--- config.mk ---
export PLATFORM = sky130hd
export DESIGN_NAME = mem_wr_engine
export DESIGN_NICKNAME = d
export VERILOG_FILES = /design/src/mem_pkg.sv /design/src/mem_wr_engine.sv /design/src/sync_fifo.sv
export SDC_FILE = /design/constraint.sdc
export NUM_CORES = 1
export LEC_CHECK = 0
export BUFFER_PORTS_ARGS = -buffer_cell sky130_fd_sc_hd__clkbuf_2
export CORE_AREA = 2 2 263 265
export DETAILED_ROUTE_END_ITERATION = 7
export DIE_AREA = 0 0 265 267
export GPL_TIMING_DRIVEN = 0
export HOLD_SLACK_MARGIN = 0.02
export PLACE_DENSITY_LB_ADDON = 0.2
export RECOVER_POWER = 25
export SYNTH_ARGS = -nofsm -noshare
export SYNTH_HDL_FRONTEND = slang
export SYNTH_HIERARCHICAL = 1
export SYNTH_SLANG_ARGS = --single-unit
--- constraint.sdc ---
create_clock -name clk -period 3.9 [get_ports clk]
set_clock_uncertainty 0.05 [all_clocks]
set_input_delay 0.585 -clock clk [delete_from_list [all_inputs] [get_ports clk]]
set_output_delay 0.585 -clock clk [all_outputs]
set_load 0.01 [all_outputs]
--- src/mem_pkg.sv ---
package mem_pkg;

	// axi data path
	localparam int DATA_W = 256;
	// one strobe bit per byte lane
	localparam int STRB_W = DATA_W / 8;
	localparam int ID_W = 6;
	localparam int ADDR_W = 64;
	// axlen holds beats minus one
	localparam int LEN_W = 8;

	// line geometry
	localparam int BEATS_PER_LINE = 2;
	localparam int BEAT_W = $clog2(BEATS_PER_LINE);
	// 64 byte line
	localparam int LINE_OFS = 6;
	localparam int LINE_IDX_W = 6;
	localparam int NUM_LINES = 2 ** LINE_IDX_W;

	// queue depths
	localparam int B_FIFO_DEPTH = 4;
	localparam int AR_FIFO_DEPTH = 4;

	typedef logic [ID_W-1:0] id_t;
	typedef logic [LINE_IDX_W-1:0] line_idx_t;

	// aw channel payload
	typedef struct packed {
		id_t id;
		logic [ADDR_W-1:0] addr;
		logic [LEN_W-1:0] len;
	} aw_req_t;

	// ar channel payload, same layout as aw
	typedef struct packed {
		id_t id;
		logic [ADDR_W-1:0] addr;
		logic [LEN_W-1:0] len;
	} ar_req_t;

	// w channel payload
	typedef struct packed {
		logic [DATA_W-1:0] data;
		logic [STRB_W-1:0] strb;
	} w_beat_t;

	// r channel payload, resp and user always zero so not carried
	typedef struct packed {
		id_t id;
		logic [DATA_W-1:0] data;
		logic last;
	} r_beat_t;

	// b channel payload
	typedef struct packed {
		id_t id;
	} b_resp_t;

	// line store write command
	typedef struct packed {
		line_idx_t line;
		logic [BEAT_W-1:0] beat;
		logic [DATA_W-1:0] data;
		logic [STRB_W-1:0] strb;
	} store_wr_t;

	// line store read command
	typedef struct packed {
		line_idx_t line;
		logic [BEAT_W-1:0] beat;
	} store_rd_t;

endpackage

--- src/mem_wr_engine.sv ---
`timescale 1ns/1ps

// aw and w handling, ordered b responses
module mem_wr_engine
	import mem_pkg::*;
(
	input logic clk,
	input logic rst,
	input logic aw_valid,
	input aw_req_t aw,
	output logic aw_ready,
	input logic w_valid,
	input w_beat_t w,
	output logic w_ready,
	output logic b_valid,
	output b_resp_t b,
	input logic b_ready,
	output logic st_wr_en,
	output store_wr_t st_wr
);

	typedef enum logic {
		WR_IDLE,
		WR_DATA
	} wr_state_e;

	wr_state_e state;
	// captured burst context
	id_t id_q;
	line_idx_t line_q;
	logic [BEAT_W-1:0] beat_q;
	logic [BEAT_W-1:0] last_beat_q;

	logic aw_fire;
	logic w_fire;
	logic burst_done;

	// b id queue
	logic bq_pop;
	logic bq_empty;
	logic bq_full;
	id_t bq_head;

	// no new burst while the id queue has no room
	assign aw_ready = (state == WR_IDLE) && !bq_full;
	assign w_ready = (state == WR_DATA);
	assign aw_fire = aw_valid && aw_ready;
	assign w_fire = w_valid && w_ready;
	assign burst_done = w_fire && (beat_q == last_beat_q);

	// every accepted beat goes straight to the store
	assign st_wr_en = w_fire;
	assign st_wr = '{line: line_q, beat: beat_q, data: w.data, strb: w.strb};

	// idle/data fsm and beat counter
	always_ff @(posedge clk) begin
		if (rst) begin
			state <= WR_IDLE;
			beat_q <= '0;
		end else begin
			case (state)
				WR_IDLE: begin
					if (aw_fire) begin
						state <= WR_DATA;
						beat_q <= '0;
					end
				end
				WR_DATA: begin
					if (burst_done) begin
						state <= WR_IDLE;
					end else if (w_fire) begin
						beat_q <= beat_q + 1'b1;
					end
				end
				default: state <= WR_IDLE;
			endcase
		end
	end

	// address phase capture
	// only the low len bit counts, longer bursts are unsupported
	always_ff @(posedge clk) begin
		if (aw_fire) begin
			id_q <= aw.id;
			line_q <= aw.addr[LINE_OFS +: LINE_IDX_W];
			last_beat_q <= aw.len[BEAT_W-1:0];
		end
	end

	// ids queued in aw order once the last beat lands
	sync_fifo #(
		.T(id_t),
		.DEPTH(B_FIFO_DEPTH)
	) u_b_fifo (
		.clk(clk),
		.rst(rst),
		.push(burst_done),
		.push_data(id_q),
		.pop(bq_pop),
		.pop_data(bq_head),
		.empty(bq_empty),
		.full(bq_full)
	);

	// refill the response register when empty or draining
	assign bq_pop = !bq_empty && (!b_valid || b_ready);

	always_ff @(posedge clk) begin
		if (rst) begin
			b_valid <= 1'b0;
			b <= '0;
		end else if (bq_pop) begin
			b_valid <= 1'b1;
			b.id <= bq_head;
		end else if (b_ready) begin
			b_valid <= 1'b0;
		end
	end

endmodule

--- src/sync_fifo.sv ---
`timescale 1ns/1ps

// circular buffer queue, payload type chosen per instance
module sync_fifo
	import mem_pkg::*;
#(
	parameter type T = id_t,
	parameter int DEPTH = B_FIFO_DEPTH
) (
	input logic clk,
	input logic rst,
	input logic push,
	input T push_data,
	input logic pop,
	output T pop_data,
	output logic empty,
	output logic full
);

	localparam int PTR_W = (DEPTH > 1) ? $clog2(DEPTH) : 1;
	localparam int CNT_W = $clog2(DEPTH + 1);

	T slots [DEPTH];
	logic [PTR_W-1:0] wr_ptr;
	logic [PTR_W-1:0] rd_ptr;
	logic [CNT_W-1:0] count;
	logic do_push;
	logic do_pop;

	// push on full and pop on empty are dropped
	assign do_push = push && !full;
	assign do_pop = pop && !empty;

	assign empty = (count == '0);
	assign full = (count == CNT_W'(DEPTH));
	// head entry always visible
	assign pop_data = slots[rd_ptr];

	// payload storage
	always_ff @(posedge clk) begin
		if (do_push) begin
			slots[wr_ptr] <= push_data;
		end
	end

	// pointers and occupancy
	always_ff @(posedge clk) begin
		if (rst) begin
			wr_ptr <= '0;
			rd_ptr <= '0;
			count <= '0;
		end else begin
			if (do_push) begin
				wr_ptr <= (wr_ptr == PTR_W'(DEPTH - 1)) ? '0 : wr_ptr + 1'b1;
			end
			if (do_pop) begin
				rd_ptr <= (rd_ptr == PTR_W'(DEPTH - 1)) ? '0 : rd_ptr + 1'b1;
			end
			// simultaneous push and pop leaves count alone
			if (do_push && !do_pop) begin
				count <= count + 1'b1;
			end else if (do_pop && !do_push) begin
				count <= count - 1'b1;
			end
		end
	end

endmodule
==> results of run 1 <==
-- worst max-delay path by stage --
stage	endpoint	slack [ps]
global route	u_b_fifo/count[2]	1140
CTS	u_b_fifo/count[2]	1460
finish	u_b_fifo/count[2]	1350
global placement	u_b_fifo/count[2]	1170
detailed placement	u_b_fifo/count[2]	1200
floorplan	u_b_fifo/count[2]	1490
-- power groups by stage --
stage	logic, µW	registers, µW	clock network, µW
CTS	968	789	472
detailed placement	964	801	0
global route	1010	799	494
floorplan	573	805	0
global placement	971	801	0
finish	931	785	452
-- critical path: stages (launching register included) --
cell	delay (ps)
edfxtp_1	410
xnor2_1	140
and2_2	170
nor2b_1	120
clkbuf_1	310
ha_1	250
inv_1	60
fa_1	380
xor2_1	160
or3_1	300
a21oi_1	130
-- kinds of logic (layout without fill, tap and decap cells) --
| family | count (synthesis) | count (layout) | share of synthesized area, % |
|---|---|---|---|
| buffers and inverters | 299 | 629 | 51.6 |
| DFF | 55 | 55 | 34.1 |
| and+or+nand+nor | 38 | 38 | 4.76 |
| muxes | 16 | 16 | 5.57 |
| adders and majority gates | 7 | 7 | 2.21 |
| AOI/OAI and AO/OA | 7 | 7 | 1.10 |
| xor gates and xnor gates | 3 | 3 | 0.610 |
| other | 0 | 13 | 0 |
-- through the flow --
step	setup WS [ps]	std cells	hold slack, ps
5_1_grt	1140	1643	396
6_report	1350	1650	409
3_5_place_dp	1200	1629	403
3_3_place_gp	1170	1629	394
4_1_cts	1460	1637	400
2_1_floorplan	1490	425	409
-- sequential cells by signal, indices dropped and copies added (netlist names), named ones only --
signal	count
u_b_fifo/slots	24
id_q	6
u_b_fifo/rd_ptr	2
u_b_fifo/wr_ptr	2
beat_q	1
u_b_fifo/count	3
last_beat_q	1
w_ready	1
line_q	6
b_valid	1
b	6
-- per-layer routing --
layer | track usage, % | vias up
met3 | 5.18 | 55
li1 | - | 1739
met1 | 9.34 | 1767
met4 | 3.02 | 2
met5 | 0 | -
met2 | 13.8 | 324
-- layout make-up --
type                    instances  area, µm²  share of cell area (%)
repair buffers                322       1540                    21.6
multi-input cells              71        609                    8.56
inverters                       5       18.8                   0.264
clock inverters                 3       25.0                   0.351
diodes                         13       32.5                   0.457
clock buffers                   5        125                    1.76
well taps                     882       1100                    15.5
plain buffers                 294       2200                    30.9
flip-flops and latches         55       1470                    20.7
-- cells in the final DEF (no fill, tap or decap), types with 2 or more instances in the layout --
cell type,netlist,final
clkbuf_2,0,262
dfxtp_1,18,18
or3_1,2,2
buf_4,289,289
nor2b_1,2,2
mux4_2,6,6
and2_1,5,5
clkinv_4,0,2
edfxtp_1,37,37
buf_2,2,2
nor3_1,3,3
inv_1,5,5
nand2b_1,3,3
nor2_1,5,5
clkbuf_16,0,5
a21oi_1,4,4
mux2i_1,9,9
xor2_1,2,2
clkbuf_1,1,62
nand2_1,13,13
diode_2,0,13
ha_1,6,6
-- cells in the mapped netlist, types with 2 or more instances --
master	number	area share, %
dfxtp_1	18	8.4
a21oi_1	4	0.46
buf_4	289	50
xor2_1	2	0.41
and2_1	5	0.73
or3_1	2	0.29
buf_2	2	0.23
mux4_2	6	3.1
mux2i_1	9	2.1
nor3_1	3	0.35
nor2_1	5	0.44
buf_6	2	0.52
nand2_1	13	1.1
inv_1	5	0.44
ha_1	6	1.7
nand2b_1	3	0.44
edfxtp_1	37	26
nor2b_1	2	0.29
==> metrics.md, run 1 <==
| Metric | Value |
|---|---|
| Core Region | `roughly 68000 µm²` |
| Via count | `3887` |
| Clock slew at reported path FFs | `roughly 70 ps` |
| Placed Instance Area | `7030 µm²` |
| Routed wire length | `33500 µm` |
| Initial antenna violation count | `25` |
| Distinct cells, synth | `30` |
| Tmin final | `2550 ps` |
| First-pass GRT wire length | `39200 µm` |
| DR WL met3 | `4810 µm` |
| DRC | `0` |
| Worst Max-Slew Pin Slew | `about 720 ps` |
| Achievable clock frequency | `0.393 GHz` |
| Reg power frac | `36.2%` |
| Vias per cell | `2.36` |
| Register area share after synthesis | `34.1%` |
| Slew HR | `between 50% and 60%` |
| Largest net degree at the start of global routing | `19` |
| Starting Density | `6.34%` |
| DP HPWL | `31700 µm` |
| Final slew viol count | `0` |
| GRT Total Usage | `roughly 8.6%` |
| Hold Violations, Final | `0` |
| Iteration-0 DRC Markers | `between 150 and 200` |
| Top Layer Used | `met5` |
| Yosys Warn Count | `6` |
| Port Buffer Count | `322` |
| DRT Pass-1 Iters | `4` |
| H-tree depth | `2` |
| Hold Crit Start | `aw[77]` |
| Setup violations, final | `0` |
| Reg2reg end | `u_b_fifo/count[2]` |
| CTS Buf Count | `5` |
| Synth Cell Area | `between 4000 and 5000 µm²` |
| Switching share of power | `34.4%` |
| Filler cells | `7926` |
| CTS resizes | `0` |
| Site Rows | `96` |
| CP arrival | `2720 ps` |
| Remaining global-route overflow | `0` |
| Full die area | `70800 µm²` |
| Die H | `267 µm` |
| R2r startpoint | `last_beat_q` |
| WP data required | `4080 ps` |
| Die W | `265 µm` |
| Routed len/inst | `20.3 µm` |
| Static leakage | `0.00337 µW` |
| R2R Setup Slk | `about 1400 ps` |
| M1 WL | `11900 µm` |
| Pint | `1420 µW` |
| Post-synthesis sequential element count | `55` |
| WHS Endpoint | `id_q[5]` |
| P&R area growth vs syn | `65.2%` |
| Switching Power | `746 µW` |
| Post-synth EDFFs | `37` |
| Critical path capture point type | `register` |
| CTS hold repair buffers | `0` |
| CTS sink cnt | `between 50 and 60` |
| Synth Flop Type | `edfxtp_1` |
| Critical-path maximum fanout | `7` |
| IO Pins | `slightly below 700` |
| Final Cell Area | `7120 µm²` |
| Post-synth net total | `803` |
| VDD IR max | `162 µV` |
| Post-CTS Setup Bufs | `0` |
| Max_cap viols | `0` |
| Final Util | `10.5%` |
| Layout cells sized above 1 | `75.8%` |
| PwrDens | `305 nW/µm²` |
| Reg2Reg Depth | `10` |
| Status | `complete, no violations` |
| Tot Pwr | `roughly 2200 µW` |
| RD Place Congestion | `0.845` |
| Met2 WL | `15200 µm` |
| WHS Path Cells | `1` |
| Gate power share | `42.9%` |
| Critical Path Start | `last_beat_q` |
| Average cell area after synthesis | `between 10 and 15 µm²` |
| WS Path Type | `reg2reg` |
| Clk buf depth | `2` |
| Final #Nets | `1132` |
| RSZ-0062 raised after global routing | `false` |
| Number of nets with antenna violations after routing | `0` |
| CP Launch Type | `register` |
| Clk Latency, worst-skew pair | `300 ps` |
| Ys async rst share | `0%` |
| Post-synthesis cell count | `425` |
| TritonCTS clock tree | `yes` |
| Hold Path Class | `in2reg` |
| Vias in the first global route | `3856` |
| Total negative slack | `0 ps` |
| Clock power share | `20.8%` |
| Clock Tree Root | `clkbuf_16` |
| Final cycle utilization of the critical path | `between 60% and 70%` |
Power figures use the tool's default switching activity.
==> run 2: changes to the inputs <==
==> constraint.sdc (replaced) <==
create_clock -name clk -period 2.3 [get_ports clk]
set_clock_uncertainty 0.05 [all_clocks]
set_input_delay 0.345 -clock clk [delete_from_list [all_inputs] [get_ports clk]]
set_output_delay 0.345 -clock clk [all_outputs]
set_load 0.01 [all_outputs]
==> run 2 against run 1 <==
  * Clock-buffer cell count stayed put
  * Via count is 1.0% higher
  * Register-to-register slack worse by 1200 ps
  * Power is 77% higher
  * Largest cell class unchanged
==> metrics.md, run 2 (synthesized netlist as in run 1, its figures left out) <==
| Metric | Value |
|---|---|
| Fin Hold WS | `169 ps (was 409 ps)` |
| Clk Latency, worst-skew pair | `290 ps (was 300 ps)` |
| Via count | `3927 (was 3887)` |
| Final Util | `10.6% (was 10.5%)` |
| Hold Path Class | `in2reg (unchanged)` |
| Filler cells | `7920 (was 7926)` |
| Critical-path maximum fanout | `3 (was 7)` |
| Initial antenna violation count | `25 (unchanged)` |
| Port Buffer Count | `322 (unchanged)` |
| CP Launch Type | `register (unchanged)` |
| Static leakage | `0.00341 µW (was 0.00337 µW)` |
| Full die area | `70800 µm² (unchanged)` |
| CTS sink cnt | `55 (unchanged)` |
| Vias in the first global route | `3864 (was 3856)` |
| WS Path Type | `reg2reg (unchanged)` |
| VDD IR max | `274 µV (was 162 µV)` |
| WP data required | `2480 ps (was 4080 ps)` |
| Final #Nets | `1137 (was 1132)` |
| Die H | `267 µm (unchanged)` |
| Largest net degree at the start of global routing | `19 (unchanged)` |
| Die W | `265 µm (unchanged)` |
| Final slew viol count | `0 (unchanged)` |
| Area of the multi-input gates | `668 µm² (was 609 µm²)` |
| Most frequent cells in the layout | `293 x buf_4, 259 x clkbuf_2, 64 x clkbuf_1 (was 289 x buf_4, 262 x clkbuf_2, 62 x clkbuf_1)` |
| Final cycle utilization of the critical path | `95.2% (was 65.3%)` |
| Layout cells sized above 1 | `77.0% (was 75.8%)` |
| Clk buf depth | `2 (unchanged)` |
| Total negative slack | `0 ps (unchanged)` |
| Non-Filler Instances | `1652 (was 1650)` |
| Max FFs per register | `24 (unchanged)` |
| Critical path capture point type | `register (unchanged)` |
| Clock Tree Root | `clkbuf_16 (unchanged)` |
| H-tree depth | `2 (unchanged)` |
| DRC | `0 (unchanged)` |
| DRT Pass-1 Iters | `4 (unchanged)` |
| P&R area growth vs syn | `67.5% (was 65.2%)` |
| Worst Max-Slew Pin Slew | `732 ps (was 723 ps)` |
| Clock slew at reported path FFs | `70 ps (about the same)` |
| Commonest non-fill, non-tap cell in the layout | `buf_4 (unchanged)` |
| Routed wire length | `33600 µm (was 33500 µm)` |
| Status | `complete, no violations (unchanged)` |
| Largest Register | `u_b_fifo/slots (unchanged)` |
| DP HPWL | `31700 µm (unchanged)` |
| CP arrival | `2370 ps (was 2720 ps)` |
| Slew HR | `51.2% (was 51.8%)` |
| Achievable clock frequency | `0.457 GHz (was 0.393 GHz)` |
| Site Rows | `96 (unchanged)` |
| CTS hold repair buffers | `0 (unchanged)` |
| Iteration-0 DRC Markers | `168 (was 179)` |
| RD Place Congestion | `0.845 (unchanged)` |
| Routed len/inst | `20.3 µm (about the same)` |
| Tmin final | `2190 ps (was 2550 ps)` |
| First-pass GRT wire length | `39300 µm (was 39200 µm)` |
| Remaining global-route overflow | `0 (unchanged)` |
| PwrDens | `530 nW/µm² (was 305 nW/µm²)` |
| FF/Latch Area | `1480 µm² (was 1470 µm²)` |
| Placed Cells | `1629 (unchanged)` |
| CTS Buf Count | `5 (unchanged)` |
| Starting Density | `6.34% (unchanged)` |
| Vias per cell | `2.38 (was 2.36)` |
| Number of nets with antenna violations after routing | `0 (unchanged)` |
| IO Pins | `676 (unchanged)` |
| Core Region | `68000 µm² (unchanged)` |
| Hold Violations, Final | `0 (unchanged)` |
| Tot Pwr | `3830 µW (was 2170 µW)` |
| Setup violations, final | `0 (unchanged)` |
| GRT Total Usage | `8.61% (was 8.60%)` |
| TritonCTS clock tree | `yes (unchanged)` |
| Max_cap viols | `0 (unchanged)` |
[run 2: changes by cell type in the layout (fill, tap and decap cells not counted), moves of 2 or more]
cell and change:
dfxtp_2 +2, diode_2 -3, buf_4 +4, clkbuf_2 -3, clkbuf_1 +2, dfxtp_1 -3
[run 2: per-stage QoR]
stage	worst slack [ps]	instance area [µm²]
5_1_grt	-16.6	7210
4_1_cts	6.35	7220
6_report	111	7220
2_1_floorplan	34.6	4310
3_5_place_dp	-158	7030
3_3_place_gp	-189	7030
[run 2: cell type report]
type	instances	area share [%]
antenna	10	0.347
clock inverter	3	0.347
buffer	294	30.6
timing repair buffer	327	21.8
tap	882	15.3
clock buffer	5	1.73
inverter	5	0.260
sequential	55	20.5
multi-input combinational	71	9.25
[run 2: worst paths after layout]
| path | startpoint | end | slack, ps | cells past startpoint |
|---|---|---|---|---|
| worst max-delay path | last_beat_q | u_b_fifo/count[2] | 110 | 10 |
| worst min-delay path | aw[19] | line_q[5] | 170 | 1 |
| worst max register to register | last_beat_q | u_b_fifo/count[2] | 110 | 10 |
| worst min register to register | b[5] | b[5] | 410 | 2 |
[run 2: where the power goes]
group | internal, µW | switching [µW]
clock | 408 | 358
combinational | 863 | 831
sequential | 1230 | 134
total | 2500 | 1320
[run 2: critical path: stages, from the launching register on]
cell and delay, ps:
edfxtp_1 410, xnor2_1 180, and2_4 170, nor2b_4 130, buf_6 110, ha_4 130
inv_2 30, fa_2 330, xor2_1 150, or3_1 320, a21oi_2 120
[run 2: what timing repair did]
action,in CTS,in global routing
setup buffers,3,2
pin swaps,2,4
setup endpoints to repair,1,1
resized for setup,7,9
[run 2: routing by layer]
metal,up-vias,wire length [µm],global-route usage (%),part of all wire (%)
met5,-,13,0,0.039
met4,2,1250,3.02,3.7
met3,57,5040,5.18,15
met2,321,15500,13.8,46
met1,1798,11700,9.34,35
li1,1749,-,-,-
==> run 3: changes to the inputs <==
--- a/config.mk
+++ b/config.mk
@@ -6,9 +6,11 @@
 export NUM_CORES = 1
 export LEC_CHECK = 0
 export BUFFER_PORTS_ARGS = -buffer_cell sky130_fd_sc_hd__clkbuf_2
-export CORE_AREA = 2 2 263 265
+export CELL_PAD_IN_SITES_DETAIL_PLACEMENT = 0
+export CELL_PAD_IN_SITES_GLOBAL_PLACEMENT = 2
+export CORE_AREA = 2 2 262 264
 export DETAILED_ROUTE_END_ITERATION = 7
-export DIE_AREA = 0 0 265 267
+export DIE_AREA = 0 0 264 266
 export GPL_TIMING_DRIVEN = 0
 export HOLD_SLACK_MARGIN = 0.02
 export PLACE_DENSITY_LB_ADDON = 0.2
==> run 3 against run 2 <==
  * Clock-buffer cell count rose by 1
  * Final cell count is 0.73% lower
  * Sequential share of layout area up 0.16 points
  * Largest power group unchanged
==> metrics.md, run 3 (synthesized netlist as in run 1, its figures left out) <==
| Metric | Value |
|---|---|
| Critical-path maximum fanout | `4 (was 3)` |
| Crit-path slowest cell | `nor3b_2 (was edfxtp_1)` |
| Clk buf depth | `2 (unchanged)` |
| CP arrival | `2390 ps (was 2370 ps)` |
| Status | `complete, no violations (unchanged)` |
| Die W | `264 µm (was 265 µm)` |
| Slew HR | `60.7% (was 51.2%)` |
| RD Place Congestion | `0.762 (was 0.845)` |
| Largest net degree at the start of global routing | `18 (was 19)` |
| FF/Latch Area | `1480 µm² (about the same)` |
| Area of the multi-input gates | `658 µm² (was 668 µm²)` |
| Number of nets with antenna violations after routing | `0 (unchanged)` |
| WP data required | `2470 ps (was 2480 ps)` |
| Vias in the first global route | `3586 (was 3864)` |
| IO Pins | `676 (unchanged)` |
| WS Path Type | `reg2reg (unchanged)` |
| Hold Violations, Final | `0 (unchanged)` |
| Commonest non-fill, non-tap cell in the layout | `buf_4 (unchanged)` |
| Tmin final | `2220 ps (was 2190 ps)` |
| Remaining global-route overflow | `0 (unchanged)` |
| Achievable clock frequency | `0.451 GHz (was 0.457 GHz)` |
| Max_cap viols | `0 (unchanged)` |
| Die H | `266 µm (was 267 µm)` |
| PwrDens | `520 nW/µm² (was 530 nW/µm²)` |
| Inserted Diodes | `0 (was 10)` |
| Layout cells sized above 1 | `76.8% (was 77.0%)` |
| CP Launch Type | `register (unchanged)` |
| Met2 WL | `11600 µm (was 15500 µm)` |
| TritonCTS clock tree | `yes (unchanged)` |
| Filler cells | `7918 (was 7920)` |
| Clock Tree Root | `clkbuf_16 (unchanged)` |
| Clock slew at reported path FFs | `70 ps (about the same)` |
| DRC | `0 (unchanged)` |
| Site Rows | `96 (unchanged)` |
| Full die area | `70200 µm² (was 70800 µm²)` |
| Critical path capture point type | `register (unchanged)` |
| Worst Max-Slew Pin Slew | `589 ps (was 732 ps)` |
| Cell Chain, Critical Path | `buf_4 -> nor3b_2 -> nor2b_4 -> buf_6 -> ha_4 -> inv_1 -> fa_2 -> xor2_1 -> or3_1 -> a21oi_1 (was xnor2_1 -> and2_4 -> nor2b_4 -> buf_6 -> ha_4 -> inv_2 -> fa_2 -> xor2_1 -> or3_1 -> a21oi_2)` |
| Total negative slack | `0 ps (unchanged)` |
| CP max stage delay | `470 ps (was 410 ps)` |
| Iteration-0 DRC Markers | `51 (was 168)` |
| Final slew viol count | `0 (unchanged)` |
| CTS hold repair buffers | `0 (unchanged)` |
| Routed wire length | `20700 µm (was 33600 µm)` |
| Max FFs per register | `24 (unchanged)` |
| H-tree depth | `2 (unchanged)` |
| First-pass GRT wire length | `26500 µm (was 39300 µm)` |
| Starting Density | `6.36% (was 6.34%)` |
| Vias per cell | `2.22 (was 2.38)` |
| Static leakage | `0.00340 µW (was 0.00341 µW)` |
| P&R area growth vs syn | `66.3% (was 67.5%)` |
| Final #Nets | `1135 (was 1137)` |
| DR WL met3 | `2230 µm (was 5040 µm)` |
| Initial antenna violation count | `3 (was 25)` |
| Final cycle utilization of the critical path | `96.3% (was 95.2%)` |
| Core Region | `67700 µm² (was 68000 µm²)` |
| Clk Latency, worst-skew pair | `300 ps (was 290 ps)` |
| DRT Pass-1 Iters | `5 (was 4)` |
| Setup violations, final | `0 (unchanged)` |
| Routed len/inst | `12.6 µm (was 20.3 µm)` |
| GRT Total Usage | `5.28% (was 8.61%)` |
| DP HPWL | `18900 µm (was 31700 µm)` |
| Hold Path Class | `in2reg (unchanged)` |
| Most frequent cells in the layout | `292 x buf_4, 260 x clkbuf_2, 63 x clkbuf_1 (was 293 x buf_4, 259 x clkbuf_2, 64 x clkbuf_1)` |
| VDD IR max | `305 µV (was 274 µV)` |
| M1 WL | `6360 µm (was 11700 µm)` |
| CTS sink cnt | `55 (unchanged)` |
| Port Buffer Count | `322 (unchanged)` |
| Top Layer Used | `met4 (was met5)` |
| Largest Register | `u_b_fifo/slots (unchanged)` |
| Via count | `3647 (was 3927)` |
| Final Util | `10.6% (about the same)` |
| CTS Buf Count | `5 (unchanged)` |
## run 3: changes by cell type in the layout (fill, tap and decap cells not counted), sizes merged
| cell | change |
|---|---|
| clkbuf | -1 |
| diode | -10 |
| clkinvlp | -1 |
## run 3: routing by layer
metal  up-vias  track usage, %
met3        24            2.26
met5         -               0
met4         0            1.66
met2       257            10.4
met1      1634            4.80
li1       1732               -
## run 3: worst paths after layout
kind                     startpoint           endpoint  slack (ps)  depth (start not counted)
setup / recovery  u_b_fifo/count[0]  u_b_fifo/count[2]          80                         10
hold / removal               aw[18]          line_q[4]         160                          1
hold reg to reg                b[1]               b[1]         410                          2
setup reg to reg  u_b_fifo/count[0]  u_b_fifo/count[2]          80                         10
## run 3: stage by stage
step                hold slack (ps)  worst slack [ps]  total power (µW)  cells  area [µm²]
floorplan                       364              34.6              2340    425        4310
global placement                398              -204              2970   1629        7030
detailed placement              407              -209              2950   1629        7030
CTS                             148              1.62              3840   1639        7220
global route                    145             -14.5              4000   1640        7170
finish                          164              84.8              3730   1640        7170
## run 3: what timing repair did
action | 4_1_cts | 5_1_grt
resized for setup | 10 | 4
buffers inserted | 2 | 1
pin swaps | 2 | 3
cloned | 0 | 0
setup endpoints to repair | 1 | 1
## run 3: critical path: cells and delay by family, from the launching register on
family | cells | cell delay, ps
xor+xnor | 1 | 70
flops | 1 | 350
fa+ha+maj | 2 | 340
simple gates | 3 | 840
buf+inv | 3 | 370
compound gates | 1 | 120
## run 3: area by class of cell
cell class	count	share of cell area, %
clock inverter	2	0.244
inverter	5	0.262
tap	882	15.4
timing repair buffer	325	21.7
sequential	55	20.6
buffer	294	30.8
multi-input combinational	71	9.18
clock buffer	6	1.80
## run 3: power by group
| part | total [µW] | switching [µW] | internal, µW | leakage (µW) |
|---|---|---|---|---|
| Combinational | 1610 | 768 | 838 | 0.00284 |
| Clock | 770 | 361 | 409 | 0.0000710 |
| Sequential | 1350 | 116 | 1230 | 0.000489 |
