**src/mem_pkg.sv**
```systemverilog
package mem_pkg;

	// axi data path
	localparam int DATA_W = 256;
	// one strobe bit per byte lane
	localparam int STRB_W = DATA_W / 8;
	localparam int ID_W = 6;
	localparam int ADDR_W = 64;
	// axlen holds beats minus one
	localparam int LEN_W = 8;

	// line geometry
	localparam int BEATS_PER_LINE = 2;
	localparam int BEAT_W = $clog2(BEATS_PER_LINE);
	// 64 byte line
	localparam int LINE_OFS = 6;
	localparam int LINE_IDX_W = 6;
	localparam int NUM_LINES = 2 ** LINE_IDX_W;

	// queue depths
	localparam int B_FIFO_DEPTH = 4;
	localparam int AR_FIFO_DEPTH = 4;

	typedef logic [ID_W-1:0] id_t;
	typedef logic [LINE_IDX_W-1:0] line_idx_t;

	// aw channel payload
	typedef struct packed {
		id_t id;
		logic [ADDR_W-1:0] addr;
		logic [LEN_W-1:0] len;
	} aw_req_t;

	// ar channel payload, same layout as aw
	typedef struct packed {
		id_t id;
		logic [ADDR_W-1:0] addr;
		logic [LEN_W-1:0] len;
	} ar_req_t;

	// w channel payload
	typedef struct packed {
		logic [DATA_W-1:0] data;
		logic [STRB_W-1:0] strb;
	} w_beat_t;

	// r channel payload, resp and user always zero so not carried
	typedef struct packed {
		id_t id;
		logic [DATA_W-1:0] data;
		logic last;
	} r_beat_t;

	// b channel payload
	typedef struct packed {
		id_t id;
	} b_resp_t;

	// line store write command
	typedef struct packed {
		line_idx_t line;
		logic [BEAT_W-1:0] beat;
		logic [DATA_W-1:0] data;
		logic [STRB_W-1:0] strb;
	} store_wr_t;

	// line store read command
	typedef struct packed {
		line_idx_t line;
		logic [BEAT_W-1:0] beat;
	} store_rd_t;

endpackage

```
**src/mem_rd_engine.sv**
```systemverilog
`timescale 1ns/1ps

// ar queue and r beat sequencing
module mem_rd_engine
	import mem_pkg::*;
(
	input logic clk,
	input logic rst,
	input logic ar_valid,
	input ar_req_t ar,
	output logic ar_ready,
	output logic r_valid,
	output r_beat_t r,
	input logic r_ready,
	output logic st_rd_en,
	output store_rd_t st_rd,
	input logic st_rd_valid,
	input logic [DATA_W-1:0] st_rd_data
);

	typedef enum logic [1:0] {
		RD_IDLE,
		RD_ISSUE,
		RD_WAIT,
		RD_HOLD
	} rd_state_e;

	rd_state_e state;
	ar_req_t arq_head;
	logic arq_pop;
	logic arq_empty;
	logic arq_full;

	// request being served
	id_t id_q;
	line_idx_t line_q;
	logic [BEAT_W-1:0] beat_q;
	logic [BEAT_W-1:0] last_beat_q;

	assign ar_ready = !arq_full;
	// one request in service at a time
	assign arq_pop = (state == RD_IDLE) && !arq_empty;

	sync_fifo #(
		.T(ar_req_t),
		.DEPTH(AR_FIFO_DEPTH)
	) u_ar_fifo (
		.clk(clk),
		.rst(rst),
		.push(ar_valid && ar_ready),
		.push_data(ar),
		.pop(arq_pop),
		.pop_data(arq_head),
		.empty(arq_empty),
		.full(arq_full)
	);

	// one store read per beat
	assign st_rd_en = (state == RD_ISSUE);
	assign st_rd = '{line: line_q, beat: beat_q};

	always_ff @(posedge clk) begin
		if (arq_pop) begin
			id_q <= arq_head.id;
			line_q <= arq_head.addr[LINE_OFS +: LINE_IDX_W];
			last_beat_q <= arq_head.len[BEAT_W-1:0];
		end
	end

	// beat fsm, r held until accepted
	always_ff @(posedge clk) begin
		if (rst) begin
			state <= RD_IDLE;
			beat_q <= '0;
			r_valid <= 1'b0;
			r <= '0;
		end else begin
			case (state)
				RD_IDLE: begin
					if (arq_pop) begin
						state <= RD_ISSUE;
						beat_q <= '0;
					end
				end
				RD_ISSUE: state <= RD_WAIT;
				RD_WAIT: begin
					// store answers one cycle after the issue
					if (st_rd_valid) begin
						r_valid <= 1'b1;
						r <= '{id: id_q, data: st_rd_data, last: (beat_q == last_beat_q)};
						state <= RD_HOLD;
					end
				end
				RD_HOLD: begin
					if (r_ready) begin
						r_valid <= 1'b0;
						// next beat or next request
						if (r.last) begin
							state <= RD_IDLE;
						end else begin
							beat_q <= beat_q + 1'b1;
							state <= RD_ISSUE;
						end
					end
				end
				default: state <= RD_IDLE;
			endcase
		end
	end

endmodule

```
**src/sync_fifo.sv**
```systemverilog
`timescale 1ns/1ps

// circular buffer queue, payload type chosen per instance
module sync_fifo
	import mem_pkg::*;
#(
	parameter type T = id_t,
	parameter int DEPTH = B_FIFO_DEPTH
) (
	input logic clk,
	input logic rst,
	input logic push,
	input T push_data,
	input logic pop,
	output T pop_data,
	output logic empty,
	output logic full
);

	localparam int PTR_W = (DEPTH > 1) ? $clog2(DEPTH) : 1;
	localparam int CNT_W = $clog2(DEPTH + 1);

	T slots [DEPTH];
	logic [PTR_W-1:0] wr_ptr;
	logic [PTR_W-1:0] rd_ptr;
	logic [CNT_W-1:0] count;
	logic do_push;
	logic do_pop;

	// push on full and pop on empty are dropped
	assign do_push = push && !full;
	assign do_pop = pop && !empty;

	assign empty = (count == '0);
	assign full = (count == CNT_W'(DEPTH));
	// head entry always visible
	assign pop_data = slots[rd_ptr];

	// payload storage
	always_ff @(posedge clk) begin
		if (do_push) begin
			slots[wr_ptr] <= push_data;
		end
	end

	// pointers and occupancy
	always_ff @(posedge clk) begin
		if (rst) begin
			wr_ptr <= '0;
			rd_ptr <= '0;
			count <= '0;
		end else begin
			if (do_push) begin
				wr_ptr <= (wr_ptr == PTR_W'(DEPTH - 1)) ? '0 : wr_ptr + 1'b1;
			end
			if (do_pop) begin
				rd_ptr <= (rd_ptr == PTR_W'(DEPTH - 1)) ? '0 : rd_ptr + 1'b1;
			end
			// simultaneous push and pop leaves count alone
			if (do_push && !do_pop) begin
				count <= count + 1'b1;
			end else if (do_pop && !do_push) begin
				count <= count - 1'b1;
			end
		end
	end

endmodule
```
**config.mk**
```make
export PLATFORM = sky130hd
export DESIGN_NAME = mem_rd_engine
export DESIGN_NICKNAME = d
export VERILOG_FILES = /design/src/mem_pkg.sv /design/src/mem_rd_engine.sv /design/src/sync_fifo.sv
export SDC_FILE = /design/constraint.sdc
export NUM_CORES = 1
export LEC_CHECK = 0
export BUFFER_PORTS_ARGS = -buffer_cell sky130_fd_sc_hd__buf_4
export CAP_MARGIN = 20
export CORE_AREA = 2 2 240 242
export DETAILED_ROUTE_END_ITERATION = 8
export DIE_AREA = 0 0 242 244
export GPL_TIMING_DRIVEN = 0
export PLACE_DENSITY = 0.49
export SYNTH_ARGS = -nofsm -noshare
export SYNTH_HDL_FRONTEND = slang
export SYNTH_SLANG_ARGS = --single-unit
```
**constraint.sdc**
```tcl
create_clock -name clk -period 2 [get_ports clk]
set_input_delay 0.1 -clock clk [delete_from_list [all_inputs] [get_ports clk]]
set_output_delay 0.1 -clock clk [all_outputs]
set_load 0.05 [all_outputs]
```
==> results of run 1 <==
what timing repair did:
| item | in CTS | in global routing |
|---|---|---|
| endpoints found under the setup margin | 175 | 110 |
| endpoints found under the hold margin | 314 | 0 |
| buffers inserted | 3 | 1 |
| pin swaps | 2 | 4 |
| cloned | 0 | 0 |
| hold buffers | 273 | 0 |
| gates resized for setup | 22 | 26 |
registers in the layout, indices dropped and copies added, names as in the netlist:
signal	cells
u_ar_fifo.count	3
id_q	6
r	263
state	2
last_beat_q	1
line_q	6
r_valid	1
u_ar_fifo.slots	52
beat_q	1
u_ar_fifo.rd_ptr	2
u_ar_fifo.wr_ptr	2
kinds of logic after synthesis:
group / Yosys count / synth area share (%)
AOI/OAI and AO/OA: 279 / 11.9
xor gates and xnor gates: 3 / 0.220
adders and majority gates: 12 / 1.32
buffers and inverters: 100 / 3.80
DFF: 339 / 62.1
muxes: 15 / 2.61
and+or+nand+nor: 557 / 18.1
per-layer routing:
| layer | vias to the layer above | GRT usage (%) |
|---|---|---|
| met2 | 422 | 26.5 |
| li1 | 6041 | - |
| met1 | 5648 | 17.1 |
| met4 | 0 | 6.77 |
| met5 | - | 0 |
| met3 | 106 | 3.80 |
stage by stage:
stage | cells | setup TNS, ps | power [mW] | hold slack [ps] | utilization, %
2_1_floorplan | 1305 | 0 | 12.0 | 199 | -
3_3_place_gp | 2606 | -14060 | 14.0 | 302 | 30.3
3_5_place_dp | 2606 | -16660 | 14.1 | 306 | 30.3
4_1_cts | 2950 | 0 | 21.7 | 8.31 | 37.5
5_1_grt | 2951 | -61.2 | 22.4 | 46.4 | 37.6
6_report | 2953 | 0 | 21.4 | 42.0 | 37.6
worst reg2reg max path, cell delays in order, from the launching register on:
cell and delay (ps):
dfxtp_4 370, inv_4 50, ha_4 160, o31ai_4 60, ha_2 230, inv_1 50
fa_2 330, xor2_1 160, or3_4 390, a21oi_2 110
layout by cell type (no fill, tap or decap), types with 2 or more instances in the layout:
cell	Yosys	layout
clkbuf_16	0	40
a31oi_1	2	2
dlygate4sd3_1	0	273
buf_6	0	2
diode_2	0	2
nand3_1	2	2
buf_4	10	563
o21ai_0	4	4
and3_1	5	5
clkinv_1	0	3
clkbuf_8	1	3
ha_1	11	9
edfxtp_1	65	65
inv_1	8	6
inv_16	0	2
nand2_1	530	530
nor2_1	6	6
clkbuf_2	0	15
buf_2	26	19
xor2_1	2	2
clkbuf_1	52	52
dfxtp_2	0	3
mux4_2	13	13
clkbuf_4	0	2
clkinv_2	0	3
mux2i_1	2	2
a21oi_1	269	268
dfxtp_1	274	269
dfxtp_4	0	2
layout make-up:
class | instances | share of cell area, %
diodes | 2 | 0.0237
plain buffers | 92 | 2.24
clock buffers | 56 | 5.12
clock inverters | 12 | 0.682
inverters | 8 | 0.154
multi-input cells | 866 | 19.5
flip-flops and latches | 339 | 35.3
well taps | 756 | 4.48
repair buffers | 822 | 32.5
power breakdown:
group | internal, mW | switching, mW
registers | 7.78 | 0.388
logic | 2.38 | 3.95
clock network | 3.95 | 2.97
path summary, 6_finish.rpt:
kind,startpoint,end,slack (ps),cells past startpoint
setup / recovery,state[1]$_SDFFE_PP0P_,u_ar_fifo.count[2]$_SDFFE_PP0P_,30,9
hold reg to reg,r[36]$_SDFFE_PP0P_,r[36]$_SDFFE_PP0P_,450,2
hold / removal,rst,u_ar_fifo.count[0]$_SDFFE_PP0P_,40,2
setup reg to reg,state[1]$_SDFFE_PP0P_,u_ar_fifo.count[2]$_SDFFE_PP0P_,30,9
==> flow_metrics.env, run 1 <==
export IMPL_cp_cell_sequence="inv_4 > ha_4 > o31ai_4 > ha_2 > inv_1 > fa_2 > xor2_1 > or3_4 > a21oi_2"
export IMPL_cp_arrival_ps=2470
export IMPL_dieArea_um2=59000
export IMPL_period_needed_ps=1970
export IMPL_rows=87
export IMPL_fillers=5717
export IMPL_fin_area_um2=21100
export IMPL_cts_htree_levels=2
export IMPL_synth_cell_types=39
export IMPL_endpoint_kind="register"
export IMPL_grt_pass1_wl_mm=70.4
export IMPL_seq_area_um2=7450
export IMPL_wl_met1_mm=18.3
export IMPL_yosys_cell_count_top_type="nand2_1"
export IMPL_postSynth_asyncResetShare_pct=0
export IMPL_synth_edf_count=65
export IMPL_setup_slack_ps=25.7
export IMPL_hp_class="input pin to register"
export IMPL_yosys_area_top_type_share_pct=45.8
export IMPL_hold_violations=0
export IMPL_cts_tree="done"
export IMPL_drcViolationCount=0
export IMPL_fin_skew_ps=23.5
export IMPL_via_per_inst=4.14
export IMPL_place_area_um2=17000
export IMPL_startpoint_type="register"
export IMPL_clk_pin_slew_worst_paths_ps=60
export IMPL_met3_length_mm=3.02
export IMPL_wl_per_cell_um=15.6
export IMPL_synth_cells=1305
export IMPL_status="finished, final reports clean"
export IMPL_synth_area_um2=12000
export IMPL_post_place_ws_ps=-332
export IMPL_dpl_hpwl_mm=33.9
export IMPL_finalSetupViolations=0
export IMPL_highest_layer="met4"
export IMPL_drive_above_1_share_pct=31.3
export IMPL_ant_nets=0
export IMPL_ys_ff_latch=339
export IMPL_portBuffers=545
export IMPL_wl_mm=46.1
export IMPL_crit_fanout=4
export IMPL_timing_final_crit_share_pct=98.7
export IMPL_power_static_leakage_nw=8.55
export IMPL_grt_max_degree=14
export IMPL_maxCapViolations=0
export IMPL_synth_top_area_cell="dfxtp_1"
export IMPL_vdd_drop_max_mv=0.578
export IMPL_grt_use_total_pct=15.0
export IMPL_cts_sinks=339
export IMPL_rsz0062_at_grt="yes"
export IMPL_slowest_delay_ps=390
export IMPL_critPathBufInv=2
export IMPL_cp_top_family="adder cells"
export IMPL_area_delta_synth_final_pct=76.3
export IMPL_synthTopCellsByArea="dfxtp_1, nand2_1, edfxtp_1, a21oi_1, mux4_2"
export IMPL_power_density_nw_per_um2=1010
export IMPL_cts_path_max_buffers=3
export IMPL_route_met2_wl_mm=23.0
export IMPL_yosys_warnings=0
export IMPL_clock_fmax_ghz=0.507
export IMPL_dieWidth_um=242
export IMPL_synth_seq_area_share_pct=62.1
export IMPL_cts_buffers=40
export IMPL_multi_input_area_um2=4120
export IMPL_drtIter0Drc=382
export IMPL_detail_route_first_pass_iterations=4
export IMPL_grt_pass1_vias=12700
export IMPL_slew_violations=0
export IMPL_synth_commonest_cells="nand2_1, dfxtp_1, a21oi_1"
export IMPL_nNetsFinal=2520
export IMPL_max_slew_margin_pct=48.3
export IMPL_worst_pin_slew_ps=775
export IMPL_start_util_pct=21.3
export IMPL_place_congestion=0.916
export IMPL_avgSynthCellArea_um2=9.17
export IMPL_grt_overflow_total=0
export IMPL_fp_coreArea_um2=56200
export IMPL_cts_root_buf="clkbuf_16"
export IMPL_synth_flop_cell="dfxtp_1"
export IMPL_required_ps=2490
export IMPL_ios=612
export IMPL_die_height_um=244
export IMPL_worst_skew_pair_late_latency_ps=570
export IMPL_worst_path_max_delay_cell="or3_4"
export IMPL_worstSetupPathType="register to register"
export IMPL_antenna_found_initial=2
export IMPL_syn_nets=1656
export IMPL_vias=12200
Note: power is estimated with default switching activity, not from simulation.
==> run 2, diff against run 1 <==
==> constraint.sdc (replaced) <==
create_clock -name clk -period 2 [get_ports clk]
set_input_delay 0.6 -clock clk [delete_from_list [all_inputs] [get_ports clk]]
set_output_delay 0.6 -clock clk [all_outputs]
set_load 0.05 [all_outputs]
==> flow_metrics.env, run 2 (synthesis gave the netlist of run 1 again) <==
export IMPL_worst_pin_slew_ps=773
export IMPL_layout_commonest_cell="buf_4"
export IMPL_rsz0062_at_grt="yes"
export IMPL_power_density_nw_per_um2=1140
export IMPL_r2r_start="state[0]$_SDFFE_PP0P_"
export IMPL_drcViolationCount=0
export IMPL_drive_above_1_share_pct=36.1
export IMPL_grt_pass1_wl_mm=65.2
export IMPL_status="finished with violations"
export IMPL_cts_sinks=339
export IMPL_final_cell_mix="buf_4, nand2_1, dfxtp_1"
export IMPL_die_height_um=244
export IMPL_min_delay_start="ar[18]"
export IMPL_fin_skew_ps=23.0
export IMPL_maxCapViolations=0
export IMPL_hold_ws_ps=234
export IMPL_ant_nets=0
export IMPL_swShare_pct=34.2
export IMPL_fin_util_pct=32.9
export IMPL_via_per_inst=4.13
export IMPL_detail_route_first_pass_iterations=4
export IMPL_multi_input_area_um2=4150
export IMPL_portBuffers=545
export IMPL_clk_pin_slew_worst_paths_ps=60
export IMPL_post_place_ws_ps=-332
export IMPL_cp_arrival_ps=2520
export IMPL_fillers=5990
export IMPL_grt_overflow_total=0
export IMPL_vdd_drop_max_mv=0.618
export IMPL_dieWidth_um=242
export IMPL_combinationalPowerShare_pct=28.2
export IMPL_clkPwrFrac_pct=32.8
export IMPL_dp_cells=2606
export IMPL_vias=11100
export IMPL_hold_end="u_ar_fifo.slots[3][18]$_DFFE_PP_"
export IMPL_met1_usage_pct=16.1
export IMPL_slew_violations=0
export IMPL_cts_buffers=40
export IMPL_cts_htree_levels=2
export IMPL_drtIter0Drc=371
export IMPL_grt_pass1_vias=11100
export IMPL_whs_path_depth=1
export IMPL_final_cells=2682
export IMPL_hold_violations=0
export IMPL_wl_per_cell_um=16.3
export IMPL_regMostFlops="r"
export IMPL_reg_top3="r: 263 flops, u_ar_fifo.slots: 52 flops"
export IMPL_start_util_pct=21.3
export IMPL_cts_root_buf="clkbuf_16"
export IMPL_p_int_mw=13.8
export IMPL_rows=87
export IMPL_largest_reg_flops=263
export IMPL_r2r_end="u_ar_fifo.count[2]$_SDFFE_PP0P_"
export IMPL_max_slew_margin_pct=48.5
export IMPL_fin_area_um2=18500
export IMPL_violations="negative setup slack"
export IMPL_place_area_um2=17000
export IMPL_area_delta_synth_final_pct=54.1
export IMPL_cts_tree="done"
export IMPL_power_static_leakage_nw=7.43
export IMPL_tns_ps=-35.8
export IMPL_grt_max_degree=14
export IMPL_rr_worst_depth=9
export IMPL_required_ps=2490
export IMPL_period_needed_ps=2020
export IMPL_antenna_found_initial=2
export IMPL_p_sw_mw=7.18
export IMPL_power_frac_seq_pct=39.0
export IMPL_worst_skew_pair_late_latency_ps=560
export IMPL_ios=612
export IMPL_worstSetupPathType="register to register"
export IMPL_clock_fmax_ghz=0.494
export IMPL_place_congestion=0.916
export IMPL_cts_path_max_buffers=3
export IMPL_finalSetupViolations=2
export IMPL_hold_buffers=0
export IMPL_reg2reg_slack_ps=-20
export IMPL_dieArea_um2=59000
export IMPL_setup_slack_ps=-24.8
export IMPL_wl_mm=43.7
export IMPL_fp_coreArea_um2=56200
export IMPL_dpl_hpwl_mm=33.9
export IMPL_endpoint_kind="register"
export IMPL_startpoint_type="register"
export IMPL_use_met3_pct=4.54
export IMPL_timing_final_crit_share_pct=101
export IMPL_crit_fanout=5
export IMPL_finalPower_mw=21.0
export IMPL_grt_use_met2_pct=24.8
export IMPL_seq_area_um2=7460
export IMPL_busiest_layer="met2"
export IMPL_hp_class="input pin to register"
export IMPL_grt_use_total_pct=14.2
export IMPL_nNetsFinal=2250
-- run 2: cell types whose count changed in the layout (fill, tap and decap cells not counted), moves of 2 or more --
| cell | before | now |
|---|---|---|
| dfxtp_4 | 2 | 5 |
| buf_8 | 0 | 2 |
| dlygate4sd3_1 | 273 | 0 |
| inv_1 | 6 | 4 |
| buf_2 | 19 | 21 |
| dfxtp_2 | 3 | 0 |
| buf_6 | 2 | 4 |
| ha_1 | 9 | 7 |
-- run 2: area by class of cell --
class                           count  area share (%)
Sequential cell                   339            40.4
Timing Repair Buffer              552            22.6
Multi-Input combinational cell    866            22.5
Clock buffer                       56            5.86
Tap cell                          756            5.13
Buffer                             92            2.59
Clock inverter                     12           0.780
Inverter                            8           0.190
Antenna cell                        1          0.0136
-- run 2: power groups by stage --
stage          clock, mW  combinational, mW  sequential [mW]
2_1_floorplan          0               2.05             9.91
3_5_place_dp           0               5.78             8.30
6_report            6.88               5.93             8.19
3_3_place_gp           0               5.72             8.28
4_1_cts             7.16               5.96             8.19
5_1_grt             7.42               6.36             8.26
-- run 2: worst max path at each step --
| stage | endpoint | startpoint | cells after the start |
|---|---|---|---|
| after global placement | r[19]$_SDFFE_PP0P_ | rst | 3 |
| after floorplan | u_ar_fifo.count[2]$_SDFFE_PP0P_ | state[1]$_SDFFE_PP0P_ | 9 |
| final | u_ar_fifo.count[2]$_SDFFE_PP0P_ | state[0]$_SDFFE_PP0P_ | 9 |
| after detailed placement | r[23]$_SDFFE_PP0P_ | state[0]$_SDFFE_PP0P_ | 7 |
| after global routing | u_ar_fifo.count[2]$_SDFFE_PP0P_ | state[0]$_SDFFE_PP0P_ | 9 |
| after CTS | ar_ready | u_ar_fifo.count[1]$_SDFFE_PP0P_ | 3 |
-- run 2: layer usage --
| layer | share of wire, % | routed length [um] | up-vias |
|---|---|---|---|
| met4 | 2.9 | 1280 | 2 |
| met1 | 39 | 17100 | 5141 |
| met3 | 7.9 | 3460 | 71 |
| met2 | 50 | 21800 | 375 |
| li1 | - | - | 5489 |
| met5 | 0.023 | 10 | - |
-- run 2: timing repair --
action | 4_1_cts | 5_1_grt
pin swaps | 7 | 5
endpoints found under the hold margin | 0 | 0
gates cloned | 0 | 0
buffers inserted | 5 | 2
endpoints found under the setup margin | 176 | 147
resized for setup | 41 | 23
-- run 2: worst max-delay path, cell delays in order (launching register included) --
cell	delay (ps)
dfxtp_4	390
inv_4	60
ha_4	170
o31ai_4	60
ha_2	240
inv_2	40
fa_2	350
xor2_1	160
or3_4	370
a21oi_2	110
==> run 3, diff against run 2 <==
--- a/config.mk
+++ b/config.mk
@@ -7,11 +7,13 @@
 export LEC_CHECK = 0
 export BUFFER_PORTS_ARGS = -buffer_cell sky130_fd_sc_hd__buf_4
 export CAP_MARGIN = 20
-export CORE_AREA = 2 2 240 242
+export CELL_PAD_IN_SITES_DETAIL_PLACEMENT = 0
+export CELL_PAD_IN_SITES_GLOBAL_PLACEMENT = 1
+export CORE_AREA = 2 2 239 241
 export DETAILED_ROUTE_END_ITERATION = 8
-export DIE_AREA = 0 0 242 244
+export DIE_AREA = 0 0 241 243
 export GPL_TIMING_DRIVEN = 0
-export PLACE_DENSITY = 0.49
+export PLACE_DENSITY = 0.63
 export SYNTH_ARGS = -nofsm -noshare
 export SYNTH_HDL_FRONTEND = slang
 export SYNTH_SLANG_ARGS = --single-unit
==> flow_metrics.env, run 3 (synthesis gave the netlist of run 1 again) <==
export IMPL_cts_tree="done"
export IMPL_rows=87
export IMPL_fin_skew_ps=14.4
export IMPL_timing_final_crit_share_pct=101
export IMPL_rr_worst_depth=9
export IMPL_antenna_found_initial=1
export IMPL_drtIter0Drc=390
export IMPL_worstSetupEndpoint="ar_ready"
export IMPL_hp_class="input pin to register"
export IMPL_portBuffers=545
export IMPL_required_ps=1400
export IMPL_cts_path_max_buffers=3
export IMPL_clkPwrFrac_pct=34.8
export IMPL_p_int_mw=14.3
export IMPL_cp_arrival_ps=1420
export IMPL_cts_htree_levels=2
export IMPL_period_needed_ps=2020
export IMPL_status="finished with violations"
export IMPL_layout_commonest_cell="buf_4"
export IMPL_combinationalPowerShare_pct=27.3
export IMPL_power_density_nw_per_um2=1160
export IMPL_vdd_drop_max_mv=0.689
export IMPL_worst_pin_slew_ps=740
export IMPL_violations="negative setup slack"
export IMPL_startpoint_type="register"
export IMPL_power_static_leakage_nw=7.51
export IMPL_grt_overflow_total=0
export IMPL_hold_ws_ps=237
export IMPL_drive_above_1_share_pct=36.3
export IMPL_dpl_hpwl_mm=33.6
export IMPL_place_congestion=0.817
export IMPL_swShare_pct=33.7
export IMPL_maxCapViolations=0
export IMPL_grt_pass1_vias=10900
export IMPL_rsz0062_at_grt="yes"
export IMPL_clk_pin_slew_worst_paths_ps=60
export IMPL_reg2reg_slack_ps=-20
export IMPL_setup_slack_ps=-20.8
export IMPL_grt_max_degree=14
export IMPL_fillers=5945
export IMPL_p_sw_mw=7.27
export IMPL_wl_mm=44.3
export IMPL_seq_area_um2=7450
export IMPL_fp_coreArea_um2=56000
export IMPL_power_frac_seq_pct=37.9
export IMPL_via_per_inst=4.12
export IMPL_r2r_end="u_ar_fifo.count[2]$_SDFFE_PP0P_"
export IMPL_ios=612
export IMPL_cts_buffers=40
export IMPL_final_cell_mix="buf_4, nand2_1, dfxtp_1"
export IMPL_place_area_um2=17000
export IMPL_die_height_um=243
export IMPL_cts_root_buf="clkbuf_16"
export IMPL_worstSetupPathType="register to output port"
export IMPL_startpoint="u_ar_fifo.count[2]$_SDFFE_PP0P_"
export IMPL_grt_use_total_pct=14.4
export IMPL_slew_violations=0
export IMPL_hold_violations=0
export IMPL_largest_reg_flops=263
export IMPL_ant_nets=0
export IMPL_nNetsFinal=2251
export IMPL_detail_route_first_pass_iterations=5
export IMPL_max_slew_margin_pct=50.6
export IMPL_crit_fanout=5
export IMPL_fin_util_pct=33.2
export IMPL_cts_sinks=339
export IMPL_r2r_start="u_ar_fifo.count[2]$_SDFFE_PP0P_"
export IMPL_reg_top3="r: 263 flops, u_ar_fifo.slots: 52 flops"
export IMPL_clock_fmax_ghz=0.495
export IMPL_vias=11100
export IMPL_worst_skew_pair_late_latency_ps=560
export IMPL_dieArea_um2=58600
export IMPL_finalSetupViolations=2
export IMPL_endpoint_kind="output port"
export IMPL_grt_pass1_wl_mm=65.0
export IMPL_start_util_pct=21.4
export IMPL_area_delta_synth_final_pct=55.0
export IMPL_drcViolationCount=0
export IMPL_wl_per_cell_um=16.5
export IMPL_dieWidth_um=241
export IMPL_regMostFlops="r"
export IMPL_multi_input_area_um2=4130
export IMPL_fin_area_um2=18600
-- run 3: layout make-up --
cell class / instances / area share (%)
clock buffers: 60 / 6.23
multi-input cells: 866 / 22.2
repair buffers: 553 / 22.4
flip-flops and latches: 339 / 40.2
inverters: 8 / 0.162
diodes: 1 / 0.0135
well taps: 756 / 5.10
clock inverters: 13 / 1.10
plain buffers: 92 / 2.58
-- run 3: metrics by stage --
stage	setup TNS [ps]	instances	setup slack [ps]	power [mW]
2_1_floorplan	0	1305	7.95	12.0
3_3_place_gp	-6310	2606	-166	14.0
3_5_place_dp	-10140	2606	-204	14.1
4_1_cts	-89.2	2682	-76.8	21.8
5_1_grt	-246	2687	-128	22.6
6_report	-35.9	2688	-20.8	21.6
-- run 3: power groups by stage --
stage               Sequential (mW)  Combinational [mW]  Clock (mW)
floorplan                      9.91                2.05           0
global placement               8.27                5.71           0
detailed placement             8.31                5.77           0
CTS                            8.19                5.88        7.76
global route                   8.25                6.32        8.04
finish                         8.17                5.88        7.50
-- run 3: how the worst min path moves through the flow --
stage | cells past startpoint | endpoint | startpoint
finish | 1 | u_ar_fifo.slots[1][75]$_DFFE_PP_ | ar[75]
floorplan | 2 | r[257]$_SDFFE_PP0P_ | id_q[0]$_DFFE_PP_
detailed placement | 2 | r[120]$_SDFFE_PP0P_ | r[120]$_SDFFE_PP0P_
CTS | 1 | u_ar_fifo.slots[2][14]$_DFFE_PP_ | ar[14]
global placement | 2 | r[167]$_SDFFE_PP0P_ | r[167]$_SDFFE_PP0P_
global route | 1 | u_ar_fifo.slots[2][14]$_DFFE_PP_ | ar[14]
-- run 3: layer usage --
layer / share of wire (%) / vias up / track usage (%) / routed length [um]
met5: 0 / - / 0 / 0
met4: 2.7 / 0 / 4.97 / 1180
met3: 8.4 / 72 / 4.47 / 3710
met2: 50 / 380 / 25.2 / 22300
met1: 39 / 5121 / 16.4 / 17100
li1: - / 5507 / - / -
-- run 3: what timing repair did --
| item | in CTS | in global routing |
|---|---|---|
| setup buffers | 3 | 5 |
| hold buffers | 0 | 0 |
| resized for setup | 26 | 33 |
| pin swaps | 3 | 2 |
| cloned | 0 | 0 |
| endpoints found under the setup margin | 146 | 166 |
-- run 3: worst max-delay path, stage by stage, from the launching register on --
cell	delay (ps)
dfxtp_4	380
nor3b_4	230
inv_2	90
buf_6	160
